`src/logic/fma_pkg.sv`:
```
// FMA package
// Single-precision format constants, operation and rounding codes,
// and the float word view shared by the datapath stages
package fma_pkg;

  // Field widths of an IEEE 754 single
  localparam int exp_w = 8;
  localparam int man_w = 23;

  // Exponent bias and the all-ones exponent
  localparam int exp_bias = 127;
  localparam int exp_max  = 255;

  // Exact product of two 24-bit significands
  localparam int prod_w = 48;

  // Add field with carry bit on top and sticky column at bit 0
  localparam int sum_w = 76;

  // Canonical quiet NaN
  localparam logic [31:0] canon_nan = 32'h7FC0_0000;

  // Operation codes, bit 1 negates the product, bit 0 negates the addend
  localparam logic [1:0] op_fmadd  = 2'b00;
  localparam logic [1:0] op_fmsub  = 2'b01;
  localparam logic [1:0] op_fnmsub = 2'b10;
  localparam logic [1:0] op_fnmadd = 2'b11;

  // RISC-V rounding modes, codes 5 to 7 behave as RNE
  localparam logic [2:0] rm_rne = 3'd0;
  localparam logic [2:0] rm_rtz = 3'd1;
  localparam logic [2:0] rm_rdn = 3'd2;
  localparam logic [2:0] rm_rup = 3'd3;
  localparam logic [2:0] rm_rmm = 3'd4;

  // One float word, seen as raw bits or as its fields
  typedef union packed {
    logic [31:0] bits;
    struct packed {
      logic             sign;
      logic [exp_w-1:0] exp;
      logic [man_w-1:0] frac;
    } f;
  } fp32_u;

endpackage

```
`src/logic/fma_sequencer.sv`:
```
// FMA stage sequencer
// Walks one operation through unpack, multiply, add, normalize and round
`timescale 1ns/1ps

module fma_sequencer (
  input  logic       clk,
  input  logic       reset_n,
  input  logic       start,
  input  logic [1:0] fma_op,
  input  logic [2:0] rounding_mode,
  output logic       busy,
  output logic       done,
  output logic       unpack_en,
  output logic       mul_en,
  output logic       add_en,
  output logic       norm_en,
  output logic       round_en,
  output logic [1:0] op,
  output logic [2:0] rm
);
  import fma_pkg::*;

  localparam logic [2:0] st_idle   = 3'd0;
  localparam logic [2:0] st_unpack = 3'd1;
  localparam logic [2:0] st_mul    = 3'd2;
  localparam logic [2:0] st_add    = 3'd3;
  localparam logic [2:0] st_norm   = 3'd4;
  localparam logic [2:0] st_round  = 3'd5;
  localparam logic [2:0] st_done   = 3'd6;

  logic [2:0] state;
  logic accept;

  // New work only when idle or finishing
  assign accept = start && (state == st_idle || state == st_done);

  always_ff @(posedge clk or negedge reset_n) begin
    if (!reset_n) begin
      state <= st_idle;
      op    <= op_fmadd;
      rm    <= rm_rne;
    end else begin
      case (state)
        st_unpack: state <= st_mul;
        st_mul:    state <= st_add;
        st_add:    state <= st_norm;
        st_norm:   state <= st_round;
        st_round:  state <= st_done;
        default:   state <= accept ? st_unpack : st_idle;
      endcase
      // Controls stay fixed for the whole operation
      if (accept) begin
        op <= fma_op;
        rm <= rounding_mode;
      end
    end
  end

  // One strobe per working cycle
  assign unpack_en = (state == st_unpack);
  assign mul_en    = (state == st_mul);
  assign add_en    = (state == st_add);
  assign norm_en   = (state == st_norm);
  assign round_en  = (state == st_round);
  assign busy      = unpack_en | mul_en | add_en | norm_en | round_en;
  assign done      = (state == st_done);

  // ==============================
  // Protocol checks
  // ==============================
  a_done_pulse: assert property (@(posedge clk) disable iff (!reset_n) done |=> !done);
  a_busy_done: assert property (@(posedge clk) disable iff (!reset_n) !(busy && done));
  a_one_strobe: assert property (@(posedge clk) disable iff (!reset_n)
    $onehot0({unpack_en, mul_en, add_en, norm_en, round_en}));

endmodule

```
`src/logic/fma_unpack.sv`:
```
// FMA unpack stage
// Splits the three operands into fields, classifies them
// and folds in the sign changes of the operation
`timescale 1ns/1ps

module fma_unpack (
  input  logic                      clk,
  input  logic                      reset_n,
  input  logic                      unpack_en,
  input  logic [1:0]                op,
  input  logic [31:0]               operand_a,
  input  logic [31:0]               operand_b,
  input  logic [31:0]               operand_c,
  output logic                      sign_a, sign_b, sign_c, sign_prod,
  output logic [fma_pkg::exp_w-1:0] exp_a, exp_b, exp_c,
  output logic [fma_pkg::man_w:0]   man_a, man_b, man_c,
  output logic                      is_zero_a, is_zero_b, is_zero_c,
  output logic                      is_inf_a, is_inf_b, is_inf_c,
  output logic                      is_nan_a, is_nan_b, is_nan_c,
  output logic                      is_snan_a, is_snan_b, is_snan_c
);
  import fma_pkg::*;

  fp32_u word_a, word_b, word_c;

  assign word_a = operand_a;
  assign word_b = operand_b;
  assign word_c = operand_c;

  // Class bits as {zero, inf, nan, snan}
  // Zero exponent counts as zero, so subnormals flush here
  function automatic logic [3:0] classify(input fp32_u w);
    logic nan;
    nan = w.bits[30:0] > {exp_w'(exp_max), {man_w{1'b0}}};
    classify = {w.f.exp == '0,
                w.f.exp == exp_w'(exp_max) && w.f.frac == '0,
                nan,
                nan && !w.f.frac[man_w-1]};
  endfunction

  // Significand with hidden bit, zero for a flushed operand
  function automatic logic [man_w:0] signif(input fp32_u w);
    signif = (w.f.exp == '0) ? '0 : {1'b1, w.f.frac};
  endfunction

  always_ff @(posedge clk or negedge reset_n) begin
    if (!reset_n) begin
      {is_zero_a, is_inf_a, is_nan_a, is_snan_a} <= '0;
      {is_zero_b, is_inf_b, is_nan_b, is_snan_b} <= '0;
      {is_zero_c, is_inf_c, is_nan_c, is_snan_c} <= '0;
    end else if (unpack_en) begin
      {is_zero_a, is_inf_a, is_nan_a, is_snan_a} <= classify(word_a);
      {is_zero_b, is_inf_b, is_nan_b, is_snan_b} <= classify(word_b);
      {is_zero_c, is_inf_c, is_nan_c, is_snan_c} <= classify(word_c);
    end
  end

  always_ff @(posedge clk) begin
    if (unpack_en) begin
      sign_a    <= word_a.f.sign;
      sign_b    <= word_b.f.sign;
      // Addend and product signs already carry the operation
      sign_c    <= word_c.f.sign ^ op[0];
      sign_prod <= word_a.f.sign ^ word_b.f.sign ^ op[1];
      exp_a     <= word_a.f.exp;
      exp_b     <= word_b.f.exp;
      exp_c     <= word_c.f.exp;
      man_a     <= signif(word_a);
      man_b     <= signif(word_b);
      man_c     <= signif(word_c);
    end
  end

endmodule

```
`src/logic/fma_special.sv`:
```
// FMA special-value resolver
// Decides NaN, infinity and signed-zero outcomes in the multiply cycle
`timescale 1ns/1ps

module fma_special (
  input  logic        clk,
  input  logic        reset_n,
  input  logic        mul_en,
  input  logic [2:0]  rm,
  input  logic        is_zero_a, is_zero_b, is_zero_c,
  input  logic        is_inf_a, is_inf_b, is_inf_c,
  input  logic        is_nan_a, is_nan_b, is_nan_c,
  input  logic        is_snan_a, is_snan_b, is_snan_c,
  input  logic        sign_c,
  input  logic        sign_prod,
  output logic        special_hit,
  output logic [31:0] special_result,
  output logic        special_nv
);
  import fma_pkg::*;

  logic any_nan, any_snan, prod_inf, prod_zero;
  logic hit, nv;
  fp32_u res;

  assign any_nan   = is_nan_a | is_nan_b | is_nan_c;
  assign any_snan  = is_snan_a | is_snan_b | is_snan_c;
  assign prod_inf  = is_inf_a | is_inf_b;
  assign prod_zero = is_zero_a | is_zero_b;

  // Priority order, first match wins
  always_comb begin
    hit      = 1'b1;
    nv       = 1'b0;
    res.bits = canon_nan;
    if (any_nan) begin
      // Quiet NaNs pass silently
      nv = any_snan;
    end else if ((is_inf_a && is_zero_b) || (is_zero_a && is_inf_b)) begin
      nv = 1'b1;
    end else if (prod_inf && is_inf_c && (sign_prod != sign_c)) begin
      // Infinities of opposite sign
      nv = 1'b1;
    end else if (prod_inf || is_inf_c) begin
      res.f.sign = prod_inf ? sign_prod : sign_c;
      res.f.exp  = '1;
      res.f.frac = '0;
    end else if (prod_zero && is_zero_c) begin
      res.bits   = '0;
      // Negative only when both are, or on a mixed pair rounding down
      res.f.sign = (sign_prod & sign_c) | ((sign_prod ^ sign_c) & (rm == rm_rdn));
    end else begin
      hit      = 1'b0;
      res.bits = '0;
    end
  end

  always_ff @(posedge clk or negedge reset_n) begin
    if (!reset_n) begin
      special_hit <= 1'b0;
      special_nv  <= 1'b0;
    end else if (mul_en) begin
      special_hit <= hit;
      special_nv  <= nv;
    end
  end

  always_ff @(posedge clk) begin
    if (mul_en) begin
      special_result <= res.bits;
    end
  end

endmodule

```
`src/logic/fma_mul_add.sv`:
```
// FMA multiply and align-add stages
// Exact 48-bit product, addend placed by exponent with a sticky column,
// then one signed magnitude add into the wide sum field
`timescale 1ns/1ps

module fma_mul_add (
  input  logic                      clk,
  input  logic                      reset_n,
  input  logic                      mul_en,
  input  logic                      add_en,
  input  logic                      sign_prod,
  input  logic                      sign_c,
  input  logic [fma_pkg::exp_w-1:0] exp_a, exp_b, exp_c,
  input  logic [fma_pkg::man_w:0]   man_a, man_b, man_c,
  input  logic                      is_zero_a, is_zero_b, is_zero_c,
  output logic [fma_pkg::sum_w-1:0] sum,
  output logic                      sum_sign,
  output logic signed [9:0]         sum_exp,
  output logic                      sum_zero
);
  import fma_pkg::*;

  // Addend LSB position when placed at the top of the field
  localparam int add_lsb = sum_w - man_w - 2;
  // Largest addend offset above the product LSB without shifting the product
  localparam int d_max = add_lsb - 1;

  logic [prod_w-1:0] prod;
  logic signed [9:0] exp_prod;
  logic prod_zero;

  logic signed [11:0] d;
  logic [sum_w-1:0] pa, ca, mag;
  logic signed [9:0] exp_ref;
  logic mag_sign;

  // Right shift, bits falling off are ORed into bit 0
  function automatic logic [sum_w-1:0] shr_sticky(input logic [sum_w-1:0] v,
                                                   input logic [11:0] sh);
    logic [sum_w-1:0] lost;
    lost = v & ~({sum_w{1'b1}} << sh);
    shr_sticky = (v >> sh) | {{(sum_w-1){1'b0}}, |lost};
  endfunction

  // ==============================
  // Multiply cycle
  // ==============================
  always_ff @(posedge clk or negedge reset_n) begin
    if (!reset_n) begin
      prod_zero <= 1'b0;
    end else if (mul_en) begin
      prod_zero <= is_zero_a | is_zero_b;
    end
  end

  always_ff @(posedge clk) begin
    if (mul_en) begin
      prod     <= man_a * man_b;
      exp_prod <= $signed({2'b00, exp_a}) + $signed({2'b00, exp_b}) - 10'(exp_bias);
    end
  end

  // ==============================
  // Align and add
  // ==============================
  always_comb begin
    // Addend LSB offset above the product LSB
    d = $signed({4'b0000, exp_c}) - exp_prod + 12'(man_w);
    if (prod_zero || (!is_zero_c && d > d_max)) begin
      // Addend pinned at the top, product slides down
      ca      = {1'b0, man_c, {add_lsb{1'b0}}};
      pa      = prod_zero ? '0 : shr_sticky({{(sum_w-prod_w-1){1'b0}}, prod, 1'b0},
                                            12'(d - 12'(d_max)));
      exp_ref = $signed({2'b00, exp_c}) + 10'sd1;
    end else begin
      // Product LSB at bit 1, addend placed relative to it
      pa      = {{(sum_w-prod_w-1){1'b0}}, prod, 1'b0};
      ca      = shr_sticky({1'b0, man_c, {add_lsb{1'b0}}}, 12'(12'(d_max) - d));
      exp_ref = exp_prod + 10'(sum_w - prod_w);
    end
    // Larger magnitude gives the sign
    if (sign_prod == sign_c) begin
      mag      = pa + ca;
      mag_sign = sign_prod;
    end else if (pa >= ca) begin
      mag      = pa - ca;
      mag_sign = sign_prod;
    end else begin
      mag      = ca - pa;
      mag_sign = sign_c;
    end
  end

  always_ff @(posedge clk or negedge reset_n) begin
    if (!reset_n) begin
      sum_zero <= 1'b0;
    end else if (add_en) begin
      sum_zero <= (mag == '0);
    end
  end

  // Exponent of a leading one at the carry bit
  always_ff @(posedge clk) begin
    if (add_en) begin
      sum      <= mag;
      sum_sign <= mag_sign;
      sum_exp  <= exp_ref;
    end
  end

endmodule

```
`src/logic/fma_norm_round.sv`:
```
// FMA normalize and round stages
// One-step leading-one shift, single rounding by mode, range limits
// and final choice between the datapath and the special result
`timescale 1ns/1ps

module fma_norm_round (
  input  logic                      clk,
  input  logic                      reset_n,
  input  logic                      norm_en,
  input  logic                      round_en,
  input  logic [2:0]                rm,
  input  logic [fma_pkg::sum_w-1:0] sum,
  input  logic                      sum_sign,
  input  logic signed [9:0]         sum_exp,
  input  logic                      sum_zero,
  input  logic                      special_hit,
  input  logic [31:0]               special_result,
  input  logic                      special_nv,
  output logic [31:0]               result,
  output logic                      flag_nv,
  output logic                      flag_of,
  output logic                      flag_uf,
  output logic                      flag_nx
);
  import fma_pkg::*;

  // Guard bit sits just below the 24-bit significand
  localparam int guard_pos = sum_w - man_w - 2;

  logic [6:0] lz;
  logic [sum_w-1:0] shifted;
  logic [man_w:0] mant;
  logic guard, sticky;
  logic signed [9:0] norm_exp;

  logic inexact, inc, to_max;
  logic [man_w+1:0] mant_r;
  logic signed [9:0] exp_r;

  function automatic logic [6:0] lead_zeros(input logic [sum_w-1:0] v);
    logic [6:0] n;
    logic found;
    n = '0;
    found = 1'b0;
    for (int i = sum_w - 1; i >= 0; i--) begin
      if (v[i]) begin
        found = 1'b1;
      end else if (!found) begin
        n = n + 7'd1;
      end
    end
    lead_zeros = n;
  endfunction

  // ==============================
  // Normalize cycle
  // ==============================
  assign lz      = lead_zeros(sum);
  assign shifted = sum << lz;

  always_ff @(posedge clk) begin
    if (norm_en) begin
      mant     <= shifted[sum_w-1 -: man_w+1];
      guard    <= shifted[guard_pos];
      sticky   <= |shifted[guard_pos-1:0];
      norm_exp <= sum_exp - $signed({3'b000, lz});
    end
  end

  // ==============================
  // Round cycle
  // ==============================
  always_comb begin
    inexact = guard | sticky;
    case (rm)
      rm_rtz:  inc = 1'b0;
      rm_rdn:  inc = sum_sign & inexact;
      rm_rup:  inc = !sum_sign & inexact;
      rm_rmm:  inc = guard;
      default: inc = guard & (sticky | mant[0]);
    endcase
    mant_r = {1'b0, mant} + {{(man_w+1){1'b0}}, inc};
    // Carry out leaves a zero fraction, only the exponent moves
    exp_r  = norm_exp + $signed({9'd0, mant_r[man_w+1]});
    // Overflow saturates when rounding toward zero for this sign
    to_max = (rm == rm_rtz) || (rm == rm_rdn && !sum_sign) || (rm == rm_rup && sum_sign);
  end

  always_ff @(posedge clk or negedge reset_n) begin
    if (!reset_n) begin
      result  <= '0;
      flag_nv <= 1'b0;
      flag_of <= 1'b0;
      flag_uf <= 1'b0;
      flag_nx <= 1'b0;
    end else if (round_en) begin
      flag_nv <= 1'b0;
      flag_of <= 1'b0;
      flag_uf <= 1'b0;
      flag_nx <= 1'b0;
      if (special_hit) begin
        result  <= special_result;
        flag_nv <= special_nv;
      end else if (sum_zero) begin
        // Exact cancellation
        result <= {rm == rm_rdn, 31'd0};
      end else if (exp_r >= exp_max) begin
        result  <= to_max ? {sum_sign, exp_w'(exp_max - 1), {man_w{1'b1}}}
                          : {sum_sign, {exp_w{1'b1}}, {man_w{1'b0}}};
        flag_of <= 1'b1;
        flag_nx <= 1'b1;
      end else if (exp_r < 1) begin
        // Below the normal range, flush
        result  <= {sum_sign, 31'd0};
        flag_uf <= 1'b1;
        flag_nx <= 1'b1;
      end else begin
        result  <= {sum_sign, exp_r[exp_w-1:0], mant_r[man_w-1:0]};
        flag_nx <= inexact;
      end
    end
  end

  // Special outcomes never report range errors
  a_special_flags: assert property (@(posedge clk) disable iff (!reset_n)
    round_en && special_hit |=> !flag_of && !flag_uf);

endmodule

```
`src/logic/fma_top.sv`:
```
// FMA top level
// Connects the stage sequencer to the unpack, special, multiply-add
// and normalize-round stages of the single-precision FMA
`timescale 1ns/1ps

module fma_top (
  input  logic        clk,
  input  logic        reset_n,
  input  logic        start,
  input  logic [1:0]  fma_op,
  input  logic [2:0]  rounding_mode,
  input  logic [31:0] operand_a,
  input  logic [31:0] operand_b,
  input  logic [31:0] operand_c,
  output logic        busy,
  output logic        done,
  output logic [31:0] result,
  output logic        flag_nv,
  output logic        flag_of,
  output logic        flag_uf,
  output logic        flag_nx
);
  import fma_pkg::*;

  // Stage strobes and latched controls
  logic unpack_en, mul_en, add_en, norm_en, round_en;
  logic [1:0] op;
  logic [2:0] rm;

  // Unpacked operands
  logic sign_c, sign_prod;
  logic [exp_w-1:0] exp_a, exp_b, exp_c;
  logic [man_w:0] man_a, man_b, man_c;
  logic is_zero_a, is_zero_b, is_zero_c;
  logic is_inf_a, is_inf_b, is_inf_c;
  logic is_nan_a, is_nan_b, is_nan_c;
  logic is_snan_a, is_snan_b, is_snan_c;

  // Special-case outcome
  logic special_hit, special_nv;
  logic [31:0] special_result;

  // Aligned sum
  logic [sum_w-1:0] sum;
  logic sum_sign, sum_zero;
  logic signed [9:0] sum_exp;

  fma_sequencer u_sequencer (.*);

  // Operand signs a and b only matter through sign_prod
  fma_unpack u_unpack (.sign_a(), .sign_b(), .*);

  fma_special u_special (.*);

  fma_mul_add u_mul_add (.*);

  fma_norm_round u_norm_round (.*);

endmodule

```
`config.mk`:
```
export PLATFORM = sky130hd
export DESIGN_NAME = fma_top
export DESIGN_NICKNAME = d
export VERILOG_FILES = /design/src/logic/fma_pkg.sv /design/src/logic/fma_sequencer.sv /design/src/logic/fma_unpack.sv /design/src/logic/fma_special.sv /design/src/logic/fma_mul_add.sv /design/src/logic/fma_norm_round.sv /design/src/logic/fma_top.sv
export SDC_FILE = /design/constraint.sdc
export NUM_CORES = 2
export LEC_CHECK = 0
export BUFFER_PORTS_ARGS = -buffer_cell sky130_fd_sc_hd__buf_2
export CORE_MARGIN = 5
export CORE_UTILIZATION = 40
export CTS_CLUSTER_DIAMETER = 120
export DETAILED_ROUTE_END_ITERATION = 8
export GPL_TIMING_DRIVEN = 0
export SETUP_SLACK_MARGIN = 0.4
export SYNTH_ARGS = -nofsm -noshare
export SYNTH_HDL_FRONTEND = slang
export SYNTH_SLANG_ARGS = --single-unit
```
`constraint.sdc`:
```
create_clock -name clk -period 44.1 [get_ports clk]
set_input_delay 2.205 -clock clk [delete_from_list [all_inputs] [get_ports clk]]
set_output_delay 2.205 -clock clk [all_outputs]
set_load 0.02 [all_outputs]
```
==> run summary <==
Status - finished with violations
Failing checks - max-capacitance violations
Worst-margin pin slew - 1.44 ns
Hold crit path type - flop to flop
Initial drt markers - 6470
Post-synthesis mux area share - 0.0680
Final Wtd Congestion - 1.01
Period utilisation layout - 0.948
Reg clk slew, reported paths - 0.06 ns
Req. time, crit path - 44.46 ns
Max stage delay on crit path - 0.54 ns
Fin util - 0.440
Register area share after synthesis - 0.151
TritonCTS clock tree - yes
Setup Skew - 0.0228 ns
Avg WL per Cell - 26.0 um
Drt first pass iters - 6
H-Tree Depth - 2
Initial Utilization - 0.401
Final net count - 9689
DRC Markers - 0
Final Max Slew Viols - 0
I/O pins - 142
# setup viols final - 0
Dpl hpwl - 235 mm
Mapped Area - 66000 sq um
Max_slew headroom - 0.0161
Worst setup SP type - flop
Top_reg_cell synth - edfxtp_1
First-pass GRT wire length - 415 mm
Syn_nets - 9429
Synth Instances - 8400
Die Wd - 416 um
Fillers - 16738
Ys Warns - 0
Total negative slack - 0 ns
Vias in the first global route - 63511
Max-Cap Viols - 1
Root Buffer Master - clkbuf_16
WL final - 283 mm
Clk_lat worst skew - 0.64 ns
Adder-Cell Fraction of Synth Area - 0.232
Vias per inst - 6.00
Cells after DPL - 10742
Tot GR Track Use - 0.313
Fin crit period - 41.79 ns
Max stage delay cell, worst path - o41ai_2
CP endpoint kind - flop
Core ar. - 165000 sq um
Distinct cells, synth - 117
RSZ-0062 raised after global routing - no
CTS max path bufs - 3
Share of synthesized registers carrying an async set or reset - 0.175
Largest net degree at the start of global routing - 76
Routed Antenna Nets - 0
Num CTS Buffers - 42
Antenna violations before repair - 5
FF+latch count, synth - 342
Post-synthesis simple-gate area fraction - 0.224
Critical path arrival - 42.14 ns
Area Growth Syn to Fin - 9.61%
Largest family of logic cells by synthesized area - adder cells
CP Class - flop to flop
Synth Area in XOR/XNOR - 0.0721
Number of synthesized flops with an enable pin - 282
Fmax - 23.9 MHz
WHS - 0.481 ns
Most common cell after layout, fill and taps aside - nand2_1
Complex-gate fraction of the synthesized area - 0.181
Most frequent cells in the layout - nand2_1 (1149), inv_1 (791), nor2_1 (638)
Die area - 173000 sq um
Die H - 416 um
Share of cells above drive strength 1 - 0.0768
Row cnt - 149
Crit Path Max Fanout - 10
Total grt overflow - 0
Mean Syn Cell Area - 7.86 sq um
Routed via count - 65306
PortBufs - 141
Num Clock Sinks - 342
Critical path's most frequent cell - ha_1
Hold_buf cts - 0
Hold Fails Final Rpt - 0
Non-filler cells, final - 10890
==> per-stage QoR <==
| step | cell area, sq um | setup WS, ns |
|---|---|---|
| after global routing | 72400 | 0.216 |
| after floorplan | 66000 | 3.75 |
| after global placement | 69500 | -4.33 |
| final | 72400 | 2.31 |
| after detailed placement | 69700 | -4.19 |
| after CTS | 71500 | 0.415 |
==> what timing repair did <==
| item | in CTS | in global routing |
|---|---|---|
| endpoints found under the setup margin | 35 | 35 |
| setup buffers | 9 | 53 |
| pin swaps | 8 | 51 |
| gates resized for setup | 77 | 121 |
==> critical path, delay by kind of cell (launching register included) <==
kind	cells	cell delay, ns
compound gates	86	14.28
simple gates	52	8.14
mux	23	4.65
xor+xnor	4	0.72
fa+ha+maj	37	11.06
buf+inv	14	2.03
flops	1	0.48
==> per-layer routing <==
metal | vias to the layer above | share of wire | global-route usage
met5 | - | 0.00018 | 0
met4 | 2 | 0.061 | 0.155
met3 | 707 | 0.073 | 0.0437
met2 | 2966 | 0.45 | 0.507
met1 | 32075 | 0.41 | 0.411
li1 | 29556 | - | -
==> worst paths after layout <==
check / start / end / slack [ns] / depth (start not counted)
max: u_mul_add.sum[74] / u_norm_round.sticky / 2.31 / 216
min: u_norm_round.result[31] / u_norm_round.result[31] / 0.48 / 2
max reg2reg: u_mul_add.sum[74] / u_norm_round.sticky / 2.31 / 216
min reg2reg: u_norm_round.result[31] / u_norm_round.result[31] / 0.48 / 2
max in group asynchronous: reset_n / u_sequencer.op[1] / 41.91 / 1
min in group asynchronous: reset_n / u_norm_round.result[7] / 1.65 / 1
==> logic make-up after synthesis <==
kind of cell               Yosys count
buffers and inverters             1244
AOI/OAI and AO/OA                 1887
and+or+nand+nor                   3113
xor gates and xnor gates           477
DFF                                342
adders and majority gates          935
muxes                              402
==> Yosys cell counts, drive strengths merged, types with 39 or more instances <==
cell type  count  area (sq um)
nand2       1151          4330
inv          804          3020
nor2         645          2420
a21oi        569          2870
fa           488          9770
o21ai        477          2390
ha           437          5470
clkbuf       353          1330
and2         344          2150
xnor2        316          2980
mux2i        303          3040
edfxtp       282          8470
nor3         206          1060
nand3        180           901
xor2         139          1270
o21bai       102           766
nor4          86           602
nor2b         84           528
nand2b        78           488
buf           77           360
a211oi        75           568
and3          75           469
mux2          69           777
o31ai         66           495
nand4         63           394
dfrtp         60          1500
or3           60           375
a31oi         59           369
a21o          56           420
a22o          50           438
a22oi         47           353
o22ai         46           307
or2           43           269
o211ai        42           320
o21a          39           293
==> flip-flops by register name, summed over array words and instances (netlist names), 2 cells and up <==
register                  flops
u_mul_add.sum                76
u_norm_round.result          32
u_unpack.exp_a                8
u_mul_add.sum_exp            10
u_sequencer.rm                3
u_unpack.man_c               24
u_unpack.exp_c                8
u_mul_add.exp_prod           10
u_unpack.man_b               24
u_norm_round.mant            24
u_sequencer.op                2
u_unpack.man_a               24
u_special.special_result      3
u_unpack.exp_b                8
u_sequencer.state             3
u_mul_add.prod               48
u_norm_round.norm_exp        10
==> layout make-up <==
type                            count  area [sq um]  share of cell area
Tap cell                         2189          2740              0.0378
Clock buffer                       51          1090              0.0151
Timing Repair Buffer              216          1340              0.0185
Sequential cell                   342          9970               0.138
Inverter                          814          3070              0.0424
Clock inverter                     27           315             0.00436
Buffer                            430          1780              0.0246
Antenna cell                        7          17.5            0.000242
Multi-Input combinational cell   6814         52100               0.719
Power is left out: the tool's default activity adds up to more than one toggle a clock period on the data nets, which glitch-free logic cannot reach.
